### src/logic/ising_pkg.sv
// ####################
// Ising machine shared definitions
// Sizes, payload types and register map
// ####################

package ising_pkg;

    // ####################
    // Problem size
    // ####################
    localparam int N         = 3;                 // Spins
    localparam int NUM_PAIRS = N * (N - 1) / 2;   // Couplings, one per spin pair

    localparam int WEIGHT_W = 4;
    localparam int BIAS_W   = 4;
    localparam int FIELD_W  = 8;                  // Room for N-1 couplings plus bias

    typedef logic signed [WEIGHT_W-1:0] weight_t;
    typedef logic signed [BIAS_W-1:0]   bias_t;

    // ####################
    // Register map, byte addresses
    // ####################
    localparam logic [31:0] CTR_CUTOFF_ADDR  = 32'h0000_0000;
    localparam logic [31:0] CTR_MAX_ADDR     = 32'h0000_0004;
    localparam logic [31:0] START_ADDR       = 32'h0000_0008;
    localparam logic [31:0] STATUS_ADDR      = 32'h0000_000C;
    localparam logic [31:0] WEIGHT_ADDR_BASE = 32'h0000_0100;  // One word per pair
    localparam logic [31:0] BIAS_ADDR_BASE   = 32'h0000_0200;  // One word per spin
    localparam logic [31:0] PHASE_ADDR_BASE  = 32'h0000_0300;  // One word per spin

    // Bit 0 is spin -1, bit 1 is spin +1
    localparam logic [N-1:0] INIT_PHASE = '0;

    // Flat index of pair (a, b), either order
    // (0,1)=0, (0,2)=1, (1,2)=2 for N=3
    function automatic int pair_index(input int a, input int b);
        int i;
        int j;
        i = (a < b) ? a : b;
        j = (a < b) ? b : a;
        return i * N - i * (i + 1) / 2 + (j - i - 1);
    endfunction

endpackage

### src/logic/weight_store.sv
// ####################
// Problem store
// One payload per word in an address window
// ####################

`timescale 1ns/1ps

module weight_store #(
    parameter type         payload_t = logic [7:0],
    parameter int          DEPTH     = 1,
    parameter logic [31:0] BASE_ADDR = 32'h0
) (
    input  logic        clk,
    input  logic        axi_rstn,

    input  logic        wready,
    input  logic [31:0] wr_addr,
    input  logic [31:0] wdata,

    output payload_t    entries [DEPTH]
);

    logic [31:0] word_off;
    logic        in_window;
    payload_t    wr_val;

    // Window is BASE_ADDR up to BASE_ADDR + 4*DEPTH, end excluded
    assign in_window = (wr_addr >= BASE_ADDR) &&
                       (wr_addr < BASE_ADDR + 32'(4 * DEPTH));

    assign word_off  = (wr_addr - BASE_ADDR) >> 2;

    // Low bits of the data word carry the payload
    assign wr_val    = payload_t'(wdata[$bits(payload_t)-1:0]);

    // ####################
    // Entry registers
    // ####################
    always_ff @(posedge clk) begin
        if (!axi_rstn) begin
            for (int k = 0; k < DEPTH; k++) begin
                entries[k] <= '0;
            end
        end else if (wready && in_window) begin
            for (int k = 0; k < DEPTH; k++) begin
                if (word_off == 32'(k)) begin
                    entries[k] <= wr_val;
                end
            end
        end
    end

endmodule

### src/logic/top_ising.sv
// ####################
// Ising annealing core
// Round-robin sign update of one spin per cycle
// ####################

`timescale 1ns/1ps

module top_ising import ising_pkg::*; (
    input  logic         clk,
    input  logic         axi_rstn,
    input  logic         ising_rstn,

    input  logic [31:0]  counter_cutoff,
    input  logic [31:0]  counter_max,

    // Write strobe, passed on to the stores
    input  logic         wready,
    input  logic [31:0]  wr_addr,
    input  logic [31:0]  wdata,

    output logic [N-1:0] phase,
    output logic         done
);

    // ####################
    // Problem stores
    // ####################
    weight_t weights [NUM_PAIRS];
    bias_t   biases  [N];

    weight_store #(
        .payload_t (weight_t),
        .DEPTH     (NUM_PAIRS),
        .BASE_ADDR (WEIGHT_ADDR_BASE)
    ) u_weights (
        .clk      (clk),
        .axi_rstn (axi_rstn),
        .wready   (wready),
        .wr_addr  (wr_addr),
        .wdata    (wdata),
        .entries  (weights)
    );

    weight_store #(
        .payload_t (bias_t),
        .DEPTH     (N),
        .BASE_ADDR (BIAS_ADDR_BASE)
    ) u_biases (
        .clk      (clk),
        .axi_rstn (axi_rstn),
        .wready   (wready),
        .wr_addr  (wr_addr),
        .wdata    (wdata),
        .entries  (biases)
    );

    // ####################
    // Run state
    // ####################
    logic [31:0]          counter;
    logic [$clog2(N)-1:0] rr_idx;      // Tracks counter mod N
    logic                 active;
    logic                 bias_on;

    assign active  = (counter < counter_max);
    assign bias_on = (counter < counter_cutoff);   // Annealing schedule
    assign done    = ising_rstn && !active;

    // ####################
    // Local fields
    // ####################
    logic signed [FIELD_W-1:0] field_all [N];
    logic signed [FIELD_W-1:0] sel_field;
    logic                      new_spin;

    always_comb begin
        logic signed [FIELD_W-1:0] w_ext;
        logic signed [FIELD_W-1:0] b_ext;
        for (int i = 0; i < N; i++) begin
            field_all[i] = '0;
            for (int j = 0; j < N; j++) begin
                if (j != i) begin
                    w_ext = weights[pair_index(i, j)];
                    // Bit 1 is +1, bit 0 is -1
                    if (phase[j]) begin
                        field_all[i] = field_all[i] + w_ext;
                    end else begin
                        field_all[i] = field_all[i] - w_ext;
                    end
                end
            end
            b_ext = biases[i];
            if (bias_on) begin
                field_all[i] = field_all[i] + b_ext;
            end
        end
    end

    assign sel_field = field_all[rr_idx];

    // Zero field keeps the old spin
    always_comb begin
        if (sel_field > 0) begin
            new_spin = 1'b1;
        end else if (sel_field < 0) begin
            new_spin = 1'b0;
        end else begin
            new_spin = phase[rr_idx];
        end
    end

    // ####################
    // Spin update
    // ####################
    always_ff @(posedge clk) begin
        if (!axi_rstn || !ising_rstn) begin
            phase   <= INIT_PHASE;
            counter <= 32'b0;
            rr_idx  <= '0;
        end else if (active) begin
            phase[rr_idx] <= new_spin;
            counter       <= counter + 32'd1;
            if (int'(rr_idx) == N - 1) begin
                rr_idx <= '0;
            end else begin
                rr_idx <= rr_idx + 1'b1;
            end
        end
        // Frozen once counter reaches counter_max
    end

endmodule

### src/logic/ising_axi.sv
// ####################
// Ising machine register front end
// Read port, control registers, annealing core
// ####################

`timescale 1ns/1ps

module ising_axi import ising_pkg::*; (
    input  logic        clk,
    input  logic        axi_rstn,

    // Read port
    input  logic        arvalid_q,
    input  logic [31:0] araddr_q,
    input  logic        rready,
    output logic        rvalid,
    output logic        rresp,
    output logic [31:0] rdata,

    // Write strobe
    input  logic        wready,
    input  logic [31:0] wr_addr,
    input  logic [31:0] wdata
);

    logic [N-1:0] phase;
    logic         done;

    logic [31:0]  counter_cutoff;
    logic [31:0]  counter_max;
    logic         ising_rstn;

    // ####################
    // Read decode
    // ####################
    logic [31:0] phase_off;
    logic        phase_hit;
    logic        phase_bit;
    logic [31:0] rd_word;

    assign phase_off = (araddr_q - PHASE_ADDR_BASE) >> 2;
    assign phase_hit = (araddr_q >= PHASE_ADDR_BASE) &&
                       (araddr_q < PHASE_ADDR_BASE + 32'(4 * N));

    always_comb begin
        phase_bit = 1'b0;
        for (int k = 0; k < N; k++) begin
            if (phase_off == 32'(k)) begin
                phase_bit = phase[k];
            end
        end
    end

    always_comb begin
        if (phase_hit) begin
            rd_word = {31'b0, phase_bit};
        end else if (araddr_q == STATUS_ADDR) begin
            rd_word = {31'b0, done};
        end else begin
            rd_word = 32'b0;       // Unmapped
        end
    end

    // Response holds until taken, new requests ignored meanwhile
    always_ff @(posedge clk) begin
        if (!axi_rstn) begin
            rvalid <= 1'b0;
            rresp  <= 1'b0;
            rdata  <= 32'b0;
        end else if (rvalid && rready) begin
            rvalid <= 1'b0;
            rresp  <= 1'b0;
            rdata  <= 32'b0;
        end else if (arvalid_q && !rvalid) begin
            rvalid <= 1'b1;
            rresp  <= 1'b0;
            rdata  <= rd_word;
        end
    end

    // ####################
    // Control registers
    // ####################
    always_ff @(posedge clk) begin
        if (!axi_rstn) begin
            counter_cutoff <= 32'b0;
            counter_max    <= 32'b0;
            ising_rstn     <= 1'b0;
        end else if (wready) begin
            if (wr_addr == CTR_CUTOFF_ADDR) begin
                counter_cutoff <= wdata;
            end
            if (wr_addr == CTR_MAX_ADDR) begin
                counter_max <= wdata;
            end
            if (wr_addr == START_ADDR) begin
                ising_rstn <= wdata[0];   // 0 re-arms the core
            end
        end
    end

    // ####################
    // Annealing core
    // ####################
    top_ising u_top_ising (
        .clk            (clk),
        .axi_rstn       (axi_rstn),
        .ising_rstn     (ising_rstn),
        .counter_cutoff (counter_cutoff),
        .counter_max    (counter_max),
        .wready         (wready),
        .wr_addr        (wr_addr),
        .wdata          (wdata),
        .phase          (phase),
        .done           (done)
    );

endmodule

### config.mk
export PLATFORM = sky130hd
export DESIGN_NAME = ising_axi
export DESIGN_NICKNAME = d
export VERILOG_FILES = /design/src/logic/ising_pkg.sv /design/src/logic/weight_store.sv /design/src/logic/top_ising.sv /design/src/logic/ising_axi.sv
export SDC_FILE = /design/constraint.sdc
export NUM_CORES = 1
export LEC_CHECK = 0
export ABC_AREA = 1
export BUFFER_PORTS_ARGS = -buffer_cell sky130_fd_sc_hd__buf_2
export CORE_MARGIN = 10
export CORE_UTILIZATION = 55
export CTS_BUF_LIST = sky130_fd_sc_hd__clkbuf_2
export DETAILED_ROUTE_END_ITERATION = 16
export PLACE_DENSITY = 0.75
export SETUP_SLACK_MARGIN = 0.3
export SYNTH_ARGS = -nofsm -noshare
export SYNTH_HDL_FRONTEND = slang
export SYNTH_SLANG_ARGS = --single-unit
### constraint.sdc
create_clock -name clk -period 5.9 [get_ports clk]
set_input_delay 0.59 -clock clk [delete_from_list [all_inputs] [get_ports clk]]
set_output_delay 0.59 -clock clk [all_outputs]
set_load 0.05 [all_outputs]
**After elaboration in Yosys (flattened, before gate mapping)**

Index checks and enable logic that the tools add are counted.

- Register bits after elaboration: 159
- Output and inout bits: 34
- Bits of input ports: 101

- Bitwise operators: 2
- Magnitude comparators: 13
- Eq/ne operators: 10
- Reduce and logical (&&, ||, !) cells: 28
- Add/sub/neg operators: 16
- Multiplexer cells: 25

Operators by type and width:

| kind | count |
|---|---|
| zero test 32 bit | 4 |
| == test 30 x 1 -> 1 bit, second input constant | 3 |
| == test 30 x 2 -> 1 bit, second input constant | 3 |
| 2-to-1 mux 8 bit | 11 |
| == test 32 x 4 -> 1 bit, second input constant | 2 |
| greater-or-equal comparator 32 x 10 -> 1 bit, second input constant | 2 |
| less-than comparator 32 x 10 -> 1 bit, second input constant | 2 |
| less-than comparator 32 bit | 2 |
| subtractor 32 x 10 -> 32 bit, second input constant | 2 |
| adder 8 x 4 -> 8 bit | 6 |
| adder 32 x 1 -> 32 bit, second input constant | 1 |
| == test 32 x 3 -> 1 bit, second input constant | 1 |
| greater-or-equal comparator 32 x 9 -> 1 bit, second input constant | 1 |
| less-than comparator 32 x 9 -> 1 bit, second input constant | 1 |
| subtractor 32 x 9 -> 32 bit, second input constant | 1 |
| subtractor 8 x 4 -> 8 bit | 3 |
| AND reduction 2 bit | 9 |
| binary-select mux 8 bit (select 2 bit) | 1 |
| subtractor 1 x 4 -> 5 bit, first input constant | 2 |
| logical AND 1 bit | 9 |
| 2-to-1 mux 1 bit | 9 |
| > comparator 8 x 1 -> 1 bit, second input constant | 1 |
| less-than comparator 8 x 1 -> 1 bit, second input constant | 1 |
| zero test 1 bit | 4 |
| 13 further kinds | 13 |

**Longest topological paths before layout**

- Depth after elaboration: 13
- Gate-level depth with buffers: 30
- Gate-level depth less buffers: 30

**Hierarchy**

Synthesis repeated with hierarchy kept, for this count alone.

- Cell total of the unflattened synthesis: 1891
- Area total of the unflattened synthesis: 11762.5 um^2

By module, submodules not included:

| module | area an instance (um^2) | cells an instance | seq. area each (um^2) | times used |
|---|---|---|---|---|
| top_ising | 6297.3 | 1023 | 740.7 | 1 |
| ising_axi | 3704.8 | 576 | 1341.3 | 1 |
| weight_store (u_top_ising.u_weights) | 988.4 | 166 | 240.2 | 1 |
| weight_store (u_top_ising.u_biases) | 772.0 | 126 | 240.2 | 1 |

**Worst setup path before layout**

Ideal clock, no wire load.

- Path type: reg2reg
- Start point: register u_top_ising.u_weights.entries[2] (netlist bit)
- End point: register u_top_ising.phase[0]
- Required time: 5.830 ns
- Cell stages (with the launch flop): 26
- Arrival time: 3.285 ns
- Setup time: 0.070 ns
- Slack: 2.545 ns
- Cell sequence: dfxtp_1 > inv_1 > nand3_1 > ha_1 > inv_1 > o21ai_0 > inv_1 > ha_1 > nand2_1 > inv_1 > nand2_1 > nand3_1 > or2_2 > nand2_1 > inv_1 > ha_1 > a31oi_1 > nand2_1 > or2_2 > nand4_1 > nand2_1 > nand3_1 > nand2_1 > nor2_1 > nand2_1 > a21oi_1

- Cells in the longest elaborated chain, start to end: 11
- Elaborated cells between the ends (all ways): 18

RTL lines:

| item | line | RTL |
|---|---|---|
| start, declared | weight_store.sv:20 | `output payload_t entries [DEPTH]` |
| start signal, assigned by index | weight_store.sv:47 | `entries[k] <= wr_val;` |
| subtractor 8 x 4 -> 8 bit or adder 8 x 4 -> 8 bit (tied branches) | top_ising.sv:88, top_ising.sv:86 |  |
| 2-to-1 mux 8 bit | top_ising.sv:85 | `if (phase[j]) begin` |
| adder 8 x 4 -> 8 bit | top_ising.sv:94 | `field_all[i] = field_all[i] + b_ext;` |
| 2-to-1 mux 8 bit | top_ising.sv:93 | `if (bias_on) begin` |
| binary-select mux 8 bit (select 2 bit) (*) | top_ising.sv:99 | `assign sel_field = field_all[rr_idx];` |
| 2-to-1 mux 8 bit (not written as such) (*) (2 in a row) | top_ising.sv:99 |  |
| less-than comparator 8 x 1 -> 1 bit | top_ising.sv:105 | `end else if (sel_field < 0) begin` |
| 2-to-1 mux 1 bit | top_ising.sv:105 |  |
| 2-to-1 mux 1 bit (*) | top_ising.sv:103 | `if (sel_field > 0) begin` |
| bitwise mux 3 bit (*) | top_ising.sv:121 | `phase[rr_idx] <= new_spin;` |
| end signal, assigned by index | top_ising.sv:121 |  |
| end, declared | top_ising.sv:21 | `output logic [N-1:0] phase,` |

Every way passes the cells marked *; elsewhere a longest branch is shown, timed or not. The select of a mux whose other input is x is not followed.
A chain may end at the register's enable or synchronous reset.

**Worst setup path in the final report**

- Start point: register u_top_ising.phase[2]
- End point: register u_top_ising.phase[0]

- Cells in the longest elaborated chain, start to end: 10
- Elaborated cells between the ends (all ways): 16

RTL lines:

| item | line |
|---|---|
| 2-to-1 mux 8 bit | top_ising.sv:85 |
| adder 8 x 4 -> 8 bit | top_ising.sv:94 |
| 2-to-1 mux 8 bit | top_ising.sv:93 |
| binary-select mux 8 bit (select 2 bit) | top_ising.sv:99 |
| 2-to-1 mux 8 bit (not written as such) (2 in a row) | top_ising.sv:99 |
| less-than comparator 8 x 1 -> 1 bit | top_ising.sv:105 |
| 2-to-1 mux 1 bit | top_ising.sv:105 |
| 2-to-1 mux 1 bit (*) | top_ising.sv:103 |
| bitwise mux 3 bit (*) | top_ising.sv:121 |

Marked as above.

==> summary.txt <==
Clocking
  – Clock Latency Late Sink: 700 ps
  – H-tree levels: 4
  – TritonCTS clock tree: built
  – Post CTS Setup Buffer Count: 0
  – Hold buffers post-CTS: 0
  – Gates resized, CTS repair: 0
  – Clock-pin slew on the worst setup and hold paths: 210 ps
  – Number of CTS-inserted buffers: 17
  – Root buffer cell: clkbuf_2
  – Maximum clock path buffer count: 2
  – Clock sinks: 128

Yosys
  – Synthesized instance count: 1567
  – Simple-gate area share of the yosys netlist: 0.2654
  – Synth unique cells: 45
  – Mux share of post-synthesis cell area: 0
  – Post-Synth XOR/XNOR Area: 0.03848
  – Ys flop type: dfxtp_1
  – Synthesized area per cell: 6.826 sq um
  – Largest family of logic cells by synthesized area: simple AND/OR/NAND/NOR gates
  – Yosys reg bits: 128
  – Sequential-to-total area share from yosys stat: 0.2396
  – Ys Warns: 0
  – Synthesized area: 10700 sq um
  – Area share of fa/ha/maj cells after synthesis: 0.1387
  – Post-synthesis compound-gate area fraction: 0.1833
  – EDFF count, synth: 0
  – Share of flip-flops with an asynchronous set or reset: 0

Floorplan
  – Die height: 159.5 um
  – Die ar.: 25430 sq um
  – Core region area: 18890 sq um
  – Die X-Extent: 159.5 um
  – # rows: 50
  – Num ports: 135
  – Initial Util: 0.5662

Flow run
  – Max Cap Viol: 0

Outcome
  – Status: complete, no violations

Setup path
  – Critical Path Start: u_top_ising.phase[2]$_SDFFE_PP0P_
  – Crit path capture: u_top_ising.phase[0]$_SDFFE_PP0P_
  – CP max stage cell: dfxtp_1
  – CP peak stage delay: 650 ps
  – Worst r2r dst: u_top_ising.phase[0]$_SDFFE_PP0P_
  – Reg-to-reg slack, setup: 1870 ps
  – Type of origin of the critical path: flip-flop
  – WS Path Type: flip-flop to flip-flop
  – CP Max Fanout: 14
  – Crit path capture type: flip-flop
  – Most used cell, CP: nand2_1
  – Req. time, crit path: 6500 ps
  – Critical path arrival: 4630 ps
  – Worst R2R Path Depth: 26
  – Worst R2R Start: u_top_ising.phase[2]$_SDFFE_PP0P_

Placed design
  – HPWL Detailed: 20980 um
  – IO Port Bufs: 102
  – Cells after DPL: 1898
  – Pre-CTS WS: 1967 ps
  – Area of placed instances: 11240 sq um
  – Final GP Congestion: 0.9203

Layout
  – Layout cell share with drive strength beyond 1: 0.1281
  – Post-route cell area: 11480 sq um
  – Post-layout nets: 1873
  – Post-route insts no fill: 1931
  – Area delta synth->final: 7.287%

STA
  – Max Freq: 0.2483 GHz
  – Worst Tran Pin Value: 1033 ps
  – Setup TNS: 0 ps
  – Final worst slack: 1873 ps
  – Clock Skew: 28.86 ps
  – Part of the cycle the worst path needs: 0.6826
  – Max Slew Vio Count: 0
  – Post-layout min period: 4027 ps
  – Final hold vios: 0
  – Final setup fails: 0
  – Worst slew margin: 0.3103
  – RSZ-0062 raised after global routing: no

Routing
  – Via count: 10150
  – WL/cell: 13.82 um
  – Total Wirelength: 26680 um
  – DR pass1 iterations: 6
  – Starting DRT DRC Count: 680
  – Post-route ant nets: 0
  – Remaining DRCs: 0
  – Vias per cell: 5.256

GRT
  – Antenna violations before repair: 1
  – GRT Util Overall: 0.2059
  – First-pass GRT wire length: 45260 um
  – Vias in the first global route: 9844
  – Largest net degree at the start of global routing: 65
  – Aggregate global routing overflow: 0

Worst hold path
  – Worst min-delay path startpoint: wdata[17]
  – Hold Crit Class: primary input to flip-flop

Pwr
  – Power Dens Cells: 137.1 nW/um^2
  – P_leak: 5.333 nW
  – Maximum VDD drop: 0.1985 mV
  – Total power: 0.001573 W
## placed cells by master, fill, tap and decap left out, types with 4 or more instances in the layout
cell	netlist	final
ha_1	109	109
nand3_1	67	67
nor2_1	184	184
nand3b_1	5	5
conb_1	1	32
buf_4	38	4
o21bai_1	5	5
o21ai_0	66	66
nand2_1	309	309
a211oi_1	22	22
inv_1	264	264
clkbuf_2	0	20
a211oi_2	56	56
nor4_1	10	10
xor2_1	30	30
fa_1	6	6
nand4_1	35	35
a31oi_1	4	4
buf_2	4	102
or2_2	10	10
xnor2_1	17	17
dfxtp_1	128	128
a21oi_1	110	110
nor3_1	31	31
## metal layers
| metal | vias up | GRT usage | routed length [um] | part of all wire |
|---|---|---|---|---|
| met1 | 4638 | 0.2361 | 11400 | 0.43 |
| li1 | 5285 | - | - | - |
| met3 | 37 | 0.03718 | 1198 | 0.045 |
| met5 | - | 0 | 0 | 0 |
| met4 | 0 | 0.06150 | 565 | 0.021 |
| met2 | 190 | 0.3780 | 13510 | 0.51 |
## power breakdown
group | internal, W | switching [W]
Sequential | 0.000867 | 0.000000732
Clock | 0.000202 | 0.000353
Combinational | 0.0000376 | 0.000113
Total | 0.00111 | 0.000466
## per-stage QoR
step	hold WS, ps	util
6_report	135.0	0.6074
5_1_grt	60.01	0.6074
4_1_cts	87.50	0.6073
3_5_place_dp	486.3	0.5949
3_3_place_gp	479.4	0.5949
2_1_floorplan	454.3	-
## registers in the layout, indices dropped and copies added, names as in the netlist, 2 cells and up
register and count:
counter_cutoff 32, u_top_ising.rr_idx 2, u_top_ising.counter 32, u_top_ising.phase 3, u_top_ising.u_weights.entries 12, u_top_ising.u_biases.entries 12
counter_max 32
## critical path, delay by kind of cell (launching register included)
family,cells,cell delay (ps)
compound gates,3,380
buf+inv,5,550
flops,1,650
simple gates,16,1640
fa+ha+maj,2,710
## cell families after synthesis
group           count (synthesis)
simple gates                  663
compound gates                282
flops                         128
xor+xnor                       47
buf+inv                       331
fa+ha+maj                     115
other cells                     1
## worst min-delay path by stage
stage / endpoint / slack [ps] / cells past startpoint
global placement: counter_max[1]$_SDFFE_PN0P_ / 480 / 2
CTS: rvalid$_SDFFE_PP0P_ / 90 / 3
global route: counter_cutoff[8]$_SDFFE_PN0P_ / 60 / 3
detailed placement: counter_max[0]$_SDFFE_PN0P_ / 490 / 2
finish: counter_max[17]$_SDFFE_PN0P_ / 130 / 3
floorplan: u_top_ising.counter[31]$_SDFFE_PP0P_ / 450 / 2
## cells in the mapped netlist, types with 2 or more instances
| cell | n | area share |
|---|---|---|
| nand4_1 | 35 | 0.020 |
| clkbuf_1 | 18 | 0.0063 |
| a211oi_1 | 22 | 0.015 |
| nor3_1 | 31 | 0.015 |
| nand3b_1 | 5 | 0.0035 |
| nand3_1 | 67 | 0.031 |
| o211ai_1 | 3 | 0.0021 |
| nor2_1 | 184 | 0.065 |
| a21oi_1 | 110 | 0.051 |
| a211oi_2 | 56 | 0.066 |
| dfxtp_1 | 128 | 0.24 |
| nor4_1 | 10 | 0.0058 |
| o21a_1 | 3 | 0.0021 |
| and3_1 | 3 | 0.0018 |
| inv_1 | 264 | 0.093 |
| nand2_2 | 2 | 0.0012 |
| xnor2_1 | 17 | 0.014 |
| nor2_2 | 2 | 0.0012 |
| or2_2 | 10 | 0.0058 |
| buf_6 | 6 | 0.0063 |
| o21ai_0 | 66 | 0.031 |
| buf_2 | 4 | 0.0019 |
| a31oi_1 | 4 | 0.0023 |
| o21bai_1 | 5 | 0.0035 |
| a31o_2 | 2 | 0.0016 |
| a21o_1 | 3 | 0.0021 |
| xor2_1 | 30 | 0.025 |
| ha_1 | 109 | 0.13 |
| buf_4 | 38 | 0.027 |
| nand2_1 | 309 | 0.11 |
| nor4_4 | 2 | 0.0040 |
| fa_1 | 6 | 0.011 |
## cell type report
class | count | area (sq um)
fill | 1875 | 7417
multi-input combinational | 1139 | 6815
sequential | 128 | 2562
inverter | 265 | 996.0
timing repair buffer | 106 | 540.5
tap | 260 | 325.3
clock inverter | 12 | 133.9
clock buffer | 20 | 100.1
antenna | 1 | 2.502
Note: power is estimated with default switching activity, not from simulation.
